**src/csr_consts.svh**
```systemverilog
/*
 CSR index map, mcause codes, interrupt bit positions,
 identity defaults and the default wall-time prescale.
*/
`ifndef CSR_CONSTS_SVH
`define CSR_CONSTS_SVH

// Machine trap setup and handling.
`define CSR_MSTATUS 12'h300
`define CSR_MIE 12'h304
`define CSR_MTVEC 12'h305
`define CSR_MSCRATCH 12'h340
`define CSR_MEPC 12'h341
`define CSR_MCAUSE 12'h342
`define CSR_MIP 12'h344

// Unprivileged counters, low and high halves.
`define CSR_CYCLE 12'hC00
`define CSR_TIME 12'hC01
`define CSR_INSTRET 12'hC02
`define CSR_CYCLEH 12'hC80
`define CSR_TIMEH 12'hC81
`define CSR_INSTRETH 12'hC82

// Machine identity.
`define CSR_MVENDORID 12'hF11
`define CSR_MARCHID 12'hF12
`define CSR_MIMPID 12'hF13
`define CSR_MHARTID 12'hF14

// Bit positions in mstatus, mie and mip.
`define CSR_BIT_MIE 3
`define CSR_BIT_MPIE 7
`define CSR_BIT_EXTERNAL 11
`define CSR_BIT_TIMER 7
`define CSR_BIT_SOFTWARE 3

// Cause codes, top bit marks an asynchronous interrupt.
`define CSR_CAUSE_EXTERNAL 32'h8000_000B
`define CSR_CAUSE_TIMER 32'h8000_0007
`define CSR_CAUSE_ECALL 32'h0000_000B

`define CSR_DEFAULT_VENDORID 32'h0000_0000
`define CSR_DEFAULT_ARCHID 32'h0000_0000
`define CSR_DEFAULT_IMPID 32'h0000_0001
`define CSR_DEFAULT_HARTID 32'h0000_0000
// Clocks per wall-time tick.
`define CSR_DEFAULT_TIME_PRESCALE 1000

`endif

```
**src/csr_pkg.sv**
```systemverilog
/*
 Shared CSR types: index, data word, 64-bit counter
 and the taken-interrupt source.
*/
package csr_pkg;

	// 12-bit CSR address.
	typedef logic [11:0] csr_index_t;

	// CSR data word, also used for program counters.
	typedef logic [31:0] csr_word_t;

	// Free-running counter, read as two words.
	typedef logic [63:0] csr_count_t;

	// Interrupt currently in service.
	// IRQ_NONE doubles as the idle state of the issue FSM.
	typedef enum logic [1:0] {
		IRQ_NONE,
		IRQ_EXTERNAL,
		IRQ_TIMER,
		IRQ_SOFTWARE
	} irq_source_t;

endpackage

```
**src/csr_access_if.sv**
```systemverilog
/*
 CSR access path: index, write strobe, write data and read data.
*/
`timescale 1ns/1ps

interface csr_access_if;

	csr_pkg::csr_index_t index;
	logic write;
	csr_pkg::csr_word_t wdata;
	csr_pkg::csr_word_t rdata;

	// Issuer of accesses.
	modport master (output index, output write, output wdata, input rdata);

	// Register file, owns the read data.
	modport regfile (input index, input write, input wdata, output rdata);

	// Observer that only decodes the index.
	modport reader (input index);

endinterface

```
**src/csr_counters.sv**
```systemverilog
/*
 Cycle, prescaled wall-time and retired-instruction counters
 with the read mux for their low and high halves.
*/
`timescale 1ns/1ps
`include "csr_consts.svh"

module csr_counters #(
	parameter int TIME_PRESCALE = `CSR_DEFAULT_TIME_PRESCALE
)(
	input logic i_clock,
	input logic i_reset,
	csr_access_if.reader bus,
	input logic i_retire,
	output csr_pkg::csr_word_t o_rdata
);
	localparam int DIV_WIDTH = $clog2(TIME_PRESCALE + 1);

	csr_pkg::csr_count_t cycle_count;
	csr_pkg::csr_count_t time_count;
	csr_pkg::csr_count_t instret_count;
	logic [DIV_WIDTH-1:0] divider;
	logic time_tick;

	assign time_tick = (divider == DIV_WIDTH'(TIME_PRESCALE - 1));

	always_ff @(posedge i_clock) begin
		if (i_reset) begin
			cycle_count <= '0;
			time_count <= '0;
			instret_count <= '0;
			divider <= '0;
		end else begin
			cycle_count <= cycle_count + 64'd1;
			if (time_tick) begin
				divider <= '0;
				time_count <= time_count + 64'd1;
			end else begin
				divider <= divider + 1'b1;
			end
			if (i_retire)
				instret_count <= instret_count + 64'd1;
		end
	end

	// Half select by index.
	always_comb begin
		case (bus.index)
			`CSR_CYCLE: o_rdata = cycle_count[31:0];
			`CSR_CYCLEH: o_rdata = cycle_count[63:32];
			`CSR_TIME: o_rdata = time_count[31:0];
			`CSR_TIMEH: o_rdata = time_count[63:32];
			`CSR_INSTRET: o_rdata = instret_count[31:0];
			`CSR_INSTRETH: o_rdata = instret_count[63:32];
			default: o_rdata = '0;
		endcase
	end

	a_divider_range: assert property (@(posedge i_clock) disable iff (i_reset)
		divider < DIV_WIDTH'(TIME_PRESCALE));

endmodule

```
**src/csr_trap_file.sv**
```systemverilog
/*
 Machine CSR registers, read mux and write decode, interrupt
 latching, fixed-priority issue, dispatch and mret handling.
*/
`timescale 1ns/1ps
`include "csr_consts.svh"

module csr_trap_file #(
	parameter csr_pkg::csr_word_t VENDORID = `CSR_DEFAULT_VENDORID,
	parameter csr_pkg::csr_word_t ARCHID = `CSR_DEFAULT_ARCHID,
	parameter csr_pkg::csr_word_t IMPID = `CSR_DEFAULT_IMPID,
	parameter csr_pkg::csr_word_t HARTID = `CSR_DEFAULT_HARTID
)(
	input logic i_clock,
	input logic i_reset,
	csr_access_if.regfile bus,
	input csr_pkg::csr_word_t i_counter_rdata,
	input logic i_timer_irq,
	input logic i_external_irq,
	input logic i_ecall,
	input logic i_mret,
	input logic i_irq_dispatched,
	input csr_pkg::csr_word_t i_irq_epc,
	output csr_pkg::csr_word_t o_epc,
	output csr_pkg::csr_word_t o_scratch,
	output logic o_irq_pending,
	output csr_pkg::csr_word_t o_irq_pc,
	output logic o_external_irq_enable
);
	logic mstatus_mie;
	logic mstatus_mpie;
	logic mie_meie;
	logic mie_mtie;
	logic mie_msie;
	logic mip_meip;
	logic mip_mtip;
	logic mip_msip;
	csr_pkg::csr_word_t mtvec;
	csr_pkg::csr_word_t mepc;
	csr_pkg::csr_word_t mcause;
	csr_pkg::csr_word_t mscratch;
	csr_pkg::irq_source_t taken_source;

	csr_pkg::csr_word_t mstatus_word;
	csr_pkg::csr_word_t mie_word;
	csr_pkg::csr_word_t mip_word;
	logic external_ready;
	logic timer_ready;
	logic software_ready;
	logic issue;

	assign mstatus_word = {24'b0, mstatus_mpie, 3'b0, mstatus_mie, 3'b0};
	assign mie_word = {20'b0, mie_meie, 3'b0, mie_mtie, 3'b0, mie_msie, 3'b0};
	assign mip_word = {20'b0, mip_meip, 3'b0, mip_mtip, 3'b0, mip_msip, 3'b0};

	// Pending and enabled sources.
	assign external_ready = mip_meip && mie_meie;
	assign timer_ready = mip_mtip && mie_mtie;
	assign software_ready = mip_msip && mie_msie;
	assign issue = mstatus_mie && !o_irq_pending &&
		(external_ready || timer_ready || software_ready);

	assign o_epc = mepc;
	assign o_scratch = mscratch;
	assign o_external_irq_enable = mie_meie;

	// Counter indices fall through to the counter block word.
	always_comb begin
		case (bus.index)
			`CSR_MSTATUS: bus.rdata = mstatus_word;
			`CSR_MIE: bus.rdata = mie_word;
			`CSR_MIP: bus.rdata = mip_word;
			`CSR_MTVEC: bus.rdata = mtvec;
			`CSR_MEPC: bus.rdata = mepc;
			`CSR_MCAUSE: bus.rdata = mcause;
			`CSR_MSCRATCH: bus.rdata = mscratch;
			`CSR_MVENDORID: bus.rdata = VENDORID;
			`CSR_MARCHID: bus.rdata = ARCHID;
			`CSR_MIMPID: bus.rdata = IMPID;
			`CSR_MHARTID: bus.rdata = HARTID;
			`CSR_CYCLE, `CSR_CYCLEH, `CSR_TIME, `CSR_TIMEH,
			`CSR_INSTRET, `CSR_INSTRETH: bus.rdata = i_counter_rdata;
			default: bus.rdata = '0;
		endcase
	end

	always_ff @(posedge i_clock) begin
		if (i_reset) begin
			mstatus_mie <= 1'b0;
			mstatus_mpie <= 1'b0;
			mie_meie <= 1'b1;
			mie_mtie <= 1'b1;
			mie_msie <= 1'b1;
			mip_meip <= 1'b0;
			mip_mtip <= 1'b0;
			mip_msip <= 1'b0;
			mtvec <= '0;
			mepc <= '0;
			mcause <= '0;
			mscratch <= '0;
			taken_source <= csr_pkg::IRQ_NONE;
			o_irq_pending <= 1'b0;
		end else begin
			if (bus.write) begin
				case (bus.index)
					`CSR_MSTATUS: begin
						mstatus_mie <= bus.wdata[`CSR_BIT_MIE];
						mstatus_mpie <= bus.wdata[`CSR_BIT_MPIE];
					end
					`CSR_MIE: begin
						mie_meie <= bus.wdata[`CSR_BIT_EXTERNAL];
						mie_mtie <= bus.wdata[`CSR_BIT_TIMER];
						mie_msie <= bus.wdata[`CSR_BIT_SOFTWARE];
					end
					`CSR_MIP: begin
						mip_meip <= bus.wdata[`CSR_BIT_EXTERNAL];
						mip_mtip <= bus.wdata[`CSR_BIT_TIMER];
						mip_msip <= bus.wdata[`CSR_BIT_SOFTWARE];
					end
					`CSR_MTVEC: mtvec <= bus.wdata;
					`CSR_MEPC: mepc <= bus.wdata;
					`CSR_MSCRATCH: mscratch <= bus.wdata;
					default: ;
				endcase
			end

			// Requests latch only when enabled.
			if (i_external_irq && mie_meie)
				mip_meip <= 1'b1;
			if (i_timer_irq && mie_mtie)
				mip_mtip <= 1'b1;
			if (i_ecall && mie_msie)
				mip_msip <= 1'b1;

			// External beats timer beats software.
			if (issue) begin
				o_irq_pending <= 1'b1;
				mstatus_mpie <= mstatus_mie;
				mstatus_mie <= 1'b0;
				if (external_ready) begin
					mcause <= `CSR_CAUSE_EXTERNAL;
					taken_source <= csr_pkg::IRQ_EXTERNAL;
				end else if (timer_ready) begin
					mcause <= `CSR_CAUSE_TIMER;
					taken_source <= csr_pkg::IRQ_TIMER;
				end else begin
					mcause <= `CSR_CAUSE_ECALL;
					taken_source <= csr_pkg::IRQ_SOFTWARE;
				end
			end

			if (i_mret) begin
				mstatus_mie <= mstatus_mpie;
				mstatus_mpie <= 1'b0;
				case (taken_source)
					csr_pkg::IRQ_EXTERNAL: mip_meip <= 1'b0;
					csr_pkg::IRQ_TIMER: mip_mtip <= 1'b0;
					csr_pkg::IRQ_SOFTWARE: mip_msip <= 1'b0;
					default: ;
				endcase
				taken_source <= csr_pkg::IRQ_NONE;
			end

			if (i_irq_dispatched) begin
				mepc <= i_irq_epc;
				o_irq_pending <= 1'b0;
			end
		end
	end

	// Handler address captured at issue.
	always_ff @(posedge i_clock) begin
		if (issue)
			o_irq_pc <= mtvec;
	end

	a_pending_has_source: assert property (@(posedge i_clock) disable iff (i_reset)
		$rose(o_irq_pending) |-> taken_source != csr_pkg::IRQ_NONE);

	a_dispatch_when_pending: assert property (@(posedge i_clock) disable iff (i_reset)
		i_irq_dispatched |-> o_irq_pending);

	// Nested traps are not supported.
	a_mret_not_nested: assert property (@(posedge i_clock) disable iff (i_reset)
		i_mret |-> !mstatus_mie);

endmodule

```
**src/csr_unit.sv**
```systemverilog
/*
 Machine-mode CSR subsystem top level with plain ports.
 Binds the access path to the register file and the counters.
*/
`timescale 1ns/1ps
`include "csr_consts.svh"

module csr_unit #(
	parameter csr_pkg::csr_word_t VENDORID = `CSR_DEFAULT_VENDORID,
	parameter csr_pkg::csr_word_t ARCHID = `CSR_DEFAULT_ARCHID,
	parameter csr_pkg::csr_word_t IMPID = `CSR_DEFAULT_IMPID,
	parameter csr_pkg::csr_word_t HARTID = `CSR_DEFAULT_HARTID,
	parameter int TIME_PRESCALE = `CSR_DEFAULT_TIME_PRESCALE
)(
	input logic i_clock,
	input logic i_reset,
	input csr_pkg::csr_index_t i_csr_index,
	input logic i_csr_write,
	input csr_pkg::csr_word_t i_csr_wdata,
	input logic i_timer_irq,
	input logic i_external_irq,
	input logic i_ecall,
	input logic i_mret,
	input logic i_irq_dispatched,
	input csr_pkg::csr_word_t i_irq_epc,
	input logic i_retire,
	output csr_pkg::csr_word_t o_csr_rdata,
	output csr_pkg::csr_word_t o_epc,
	output csr_pkg::csr_word_t o_scratch,
	output logic o_irq_pending,
	output csr_pkg::csr_word_t o_irq_pc,
	output logic o_external_irq_enable
);
	csr_pkg::csr_word_t counter_rdata;

	csr_access_if csr_bus ();

	assign csr_bus.index = i_csr_index;
	assign csr_bus.write = i_csr_write;
	assign csr_bus.wdata = i_csr_wdata;
	assign o_csr_rdata = csr_bus.rdata;

	csr_trap_file #(
		.VENDORID(VENDORID),
		.ARCHID(ARCHID),
		.IMPID(IMPID),
		.HARTID(HARTID)
	) u_trap_file (
		.i_clock(i_clock),
		.i_reset(i_reset),
		.bus(csr_bus.regfile),
		.i_counter_rdata(counter_rdata),
		.i_timer_irq(i_timer_irq),
		.i_external_irq(i_external_irq),
		.i_ecall(i_ecall),
		.i_mret(i_mret),
		.i_irq_dispatched(i_irq_dispatched),
		.i_irq_epc(i_irq_epc),
		.o_epc(o_epc),
		.o_scratch(o_scratch),
		.o_irq_pending(o_irq_pending),
		.o_irq_pc(o_irq_pc),
		.o_external_irq_enable(o_external_irq_enable)
	);

	csr_counters #(
		.TIME_PRESCALE(TIME_PRESCALE)
	) u_counters (
		.i_clock(i_clock),
		.i_reset(i_reset),
		.bus(csr_bus.reader),
		.i_retire(i_retire),
		.o_rdata(counter_rdata)
	);

endmodule

```
**config.mk**
```make
export PLATFORM = sky130hd
export DESIGN_NAME = csr_unit
export DESIGN_NICKNAME = d
export VERILOG_FILES = /design/src/csr_pkg.sv /design/src/csr_access_if.sv /design/src/csr_counters.sv /design/src/csr_trap_file.sv /design/src/csr_unit.sv
export VERILOG_INCLUDE_DIRS = /design/src
export SDC_FILE = /design/constraint.sdc
export NUM_CORES = 1
export LEC_CHECK = 0
export ABC_CLOCK_PERIOD_IN_PS = 2400
export BUFFER_PORTS_ARGS = -buffer_cell sky130_fd_sc_hd__buf_2
export CAP_MARGIN = 20
export CORE_MARGIN = 2
export CORE_UTILIZATION = 30
export CTS_CLUSTER_SIZE = 14
export DETAILED_ROUTE_END_ITERATION = 10
export PLACE_DENSITY = 0.54
export REMOVE_ABC_BUFFERS = 1
export SYNTH_ARGS = -nofsm -noshare
export SYNTH_HDL_FRONTEND = slang
export SYNTH_SLANG_ARGS = --single-unit
export TNS_END_PERCENT = 5
```
**constraint.sdc**
```tcl
create_clock -name i_clock -period 2.4 [get_ports i_clock]
set_input_delay 0.12 -clock i_clock [delete_from_list [all_inputs] [get_ports i_clock]]
set_output_delay 0.12 -clock i_clock [all_outputs]
set_load 0.05 [all_outputs]
```
==> qor.txt <==
Share of cells above drive strength 1: 20.55%
Core area: 54990 um^2
CP required: 2.28 ns
Row Count: 86
Initial Utilization: 30.28%
Inserted Clock Buffers: 40
Number of global-route vias before repair: 16130
DRC violations left: 0
Nets: 2458
Final setup vio count: 0
Slew HR: 52.73%
Vias per std cell: 5.546
WP depth: 9
Max-capacitance violation count: 0
Worst-path clk slew: 0.06 ns
Slowest cell on crit path: or4_1
CTS sink cnt: 345
Reg2reg start: u_counters.instret_count[1]
Final hold violations: 0
Tot Pwr: 12.76 mW
GR Util All Layers: 22.75%
Fmax: 428.9 MHz
Nature of the critical path endpoint: primary output
First-pass GRT wire length: 99800 um
Post-layout min period: 2.332 ns
Yosys cell types: 66
Post-synth EDFFs: 32
CTS tree: built
Hpwl dp: 49280 um
CP max FO: 6
Sequential element share of the synthesized area: 43.41%
Hold path depth: 3
Worst Max-Slew Pin Slew: 0.7091 ns
Pre-Repair DR Iteration Count: 7
Cell Area, Synth: 16650 um^2
VDD IR max: 0.4042 mV
CP Cell Sequence: buf_2 -> or4_1 -> buf_4 -> nor3_2 -> buf_4 -> a22o_1 -> a21oi_1 -> nand4_1 -> buf_2
Drt total wl: 67230 um
Root buffer cell: clkbuf_16
Post-synth ARST share: 0%
Leak: 7.988 nW
Die Y: 239.6 um
I/O pin cnt: 215
Flops & latches, synth: 345
Ys flop type: dfxtp_1
Die area: 57390 um^2
Clk_lat worst skew: 0.56 ns
Max clock buf depth: 3
Die Width: 239.6 um
Inst Count DP: 3002
Hold Path Class: input port to register
Htree depth: 2
Pwr dens: 577.2 nW/um^2
Syn-to-layout area delta: 32.79%
Hold Path Origin: i_csr_write
Outcome: complete, no violations
Worst path arrival time: 2.21 ns
Antenna Diode Count: 0
R2R depth: 6
WS Path Type: input port to primary output
Per-cell routed wire length: 21.36 um
Worst Skew: 0.01738 ns
Critical path launch point type: input port
Final Max Slew Viols: 0
Critical path's largest stage delay: 0.58 ns
Crit share post-route: 97.15%
Vias: 17450
Top delay family on crit path: simple AND/OR/NAND/NOR gates
Buffers plus inverters on the worst setup path: 4
Initial antenna violation count: 0
Detail Route Antenna Nets: 0
Syn Area/Cell: 8.353 um^2
RePlAce Congestion: 0.9098
CP Launch Point: i_csr_index[5]
Largest net degree at the start of global routing: 67
Number of DRC markers in iteration 0: 1764
Number of port buffers: 214
Total gr overflow: 0
Finished Layout Cells: 3147
Synth warnings: 0
Gate Count Post-Synth: 1993
==> layout make-up <==
| class | count | area [um^2] |
|---|---|---|
| timing repair buffer | 458 | 3587 |
| inverter | 29 | 108.9 |
| multi-input combinational | 1495 | 8951 |
| fill | 5577 | 32880 |
| clock buffer | 63 | 1199 |
| clock inverter | 9 | 95.09 |
| sequential | 345 | 7229 |
| tap | 748 | 935.9 |
==> sequential cells by signal, indices dropped and copies added (netlist names) <==
name and cells:
u_counters.cycle_count 64, u_trap_file.o_external_irq_enable 1, u_trap_file.taken_source 2, u_trap_file.mie_mtie 1, u_counters.time_count 64, u_trap_file.o_irq_pending 1, u_trap_file.mip_meip 1, u_trap_file.o_irq_pc 32
u_counters.instret_count 64, u_trap_file.o_epc 32, u_trap_file.mcause 4, u_trap_file.mstatus_mpie 1, u_trap_file.mip_mtip 1, u_trap_file.mip_msip 1, u_trap_file.mie_msie 1, u_counters.divider 10
u_trap_file.o_scratch 32, u_trap_file.mstatus_mie 1, u_trap_file.mtvec 32
==> Yosys cell counts (10+ instances only) <==
cell | n | area (um^2)
buf_2 | 14 | 70.07
a222oi_1 | 23 | 230.2
mux2i_1 | 11 | 110.1
clkbuf_1 | 103 | 386.6
a211oi_1 | 37 | 277.8
nor3_1 | 60 | 300.3
or4_1 | 30 | 225.2
or3_1 | 65 | 406.6
xnor2_1 | 35 | 306.5
and4_1 | 12 | 105.1
a22oi_1 | 70 | 525.5
nor4_1 | 24 | 150.1
inv_1 | 28 | 105.1
nand4_1 | 85 | 531.8
o31ai_1 | 26 | 195.2
dfxtp_1 | 313 | 6266
nor2b_1 | 42 | 262.8
o22ai_1 | 11 | 68.82
xor2_1 | 69 | 604.3
edfxtp_1 | 32 | 960.9
and2_1 | 10 | 62.56
a21oi_1 | 171 | 855.8
nand2_1 | 242 | 908.4
a221oi_1 | 19 | 166.4
nand3_1 | 87 | 435.4
and3_1 | 51 | 319.1
nor2_1 | 169 | 634.4
o21ai_0 | 64 | 320.3
==> final timing paths <==
kind / end / slack (ns)
setup reg to reg: u_counters.instret_count[54] / 0.15
setup / recovery: o_csr_rdata[18] / 0.07
hold / removal: u_trap_file.mstatus_mpie / 0.12
hold reg to reg: u_trap_file.o_irq_pc[31] / 0.45
==> report_power, final <==
part / internal, mW / leakage (nW) / switching (mW) / total (mW)
logic: 0.268 / 4.45 / 0.444 / 0.711
clock network: 3.63 / 0.641 / 2.50 / 6.14
registers: 5.85 / 2.90 / 0.0574 / 5.91
==> worst reg2reg max path, cell delays in order (launching register included) <==
cell     delay (ns)
dfxtp_1        0.43
ha_1           0.25
nand4_1        0.26
nor4_4         0.35
nand4_4        0.21
or4_1          0.54
a21oi_1        0.14
==> layout by cell type, fill, tap and decap left out, drive strengths merged, types with 5 or more instances in the layout <==
| cell | synthesis | final |
|---|---|---|
| or4 | 31 | 31 |
| nor2b | 42 | 42 |
| nor2 | 170 | 170 |
| o211ai | 6 | 6 |
| nand3 | 87 | 87 |
| nor4b | 5 | 5 |
| o22ai | 11 | 11 |
| edfxtp | 32 | 32 |
| and3 | 51 | 51 |
| a221oi | 19 | 19 |
| nand4b | 6 | 6 |
| a222oi | 23 | 23 |
| inv | 28 | 29 |
| nand4 | 87 | 87 |
| dlygate4sd3 | 0 | 72 |
| xor2 | 69 | 69 |
| a22oi | 70 | 70 |
| and4 | 12 | 12 |
| buf | 21 | 382 |
| o31ai | 26 | 26 |
| or2 | 5 | 5 |
| mux2i | 11 | 11 |
| clkbuf | 103 | 67 |
| and2 | 11 | 11 |
| o21ai | 64 | 64 |
| nor4 | 31 | 31 |
| or3 | 65 | 65 |
| nor3 | 63 | 63 |
| xnor2 | 35 | 35 |
| a211oi | 37 | 37 |
| nand2 | 242 | 242 |
| a21oi | 171 | 171 |
| dfxtp | 313 | 313 |
| clkinv | 1 | 7 |
| a22o | 5 | 5 |
==> per-layer routing <==
metal	global-route usage [%]	share of wire, %
met1	31.69	44
met2	36.47	46
met3	2.801	7.1
met4	7.254	2.9
met5	0	0
==> timing repair <==
item / 4_1_cts / 5_1_grt
gates resized for setup: 3 / 26
hold endpoints to repair: 129 / 0
setup buffers: 0 / 1
pin swaps: 0 / 2
hold buffers: 72 / 0
setup endpoints to repair: 3 / 36
==> metrics by stage <==
stage          setup TNS (ns)  hold slack (ns)  utilization [%]  area [um^2]  worst slack, ns
3_5_place_dp         -0.03219           0.3888            36.34        19980         -0.02229
6_report                    0           0.1237            40.20        22110          0.06835
3_3_place_gp         -0.04541           0.3795            36.34        19980         -0.02322
4_1_cts                     0          0.09263            40.03        22010         0.002528
5_1_grt              -0.01633           0.1465            40.20        22110         -0.01208
2_1_floorplan         -122.91           0.1867                -        16160           -1.548
==> logic make-up (layout without fill, tap and decap cells) <==
logic type | after synthesis | count (layout) | synth area share, %
AOI/OAI and AO/OA | 452 | 452 | 17.45
xor gates and xnor gates | 104 | 104 | 5.472
adders and majority gates | 4 | 4 | 0.3007
buffers and inverters | 153 | 559 | 3.600
DFF | 345 | 345 | 43.41
muxes | 14 | 14 | 0.8643
and+or+nand+nor | 921 | 921 | 28.90
Power figures use the tool's default switching activity.
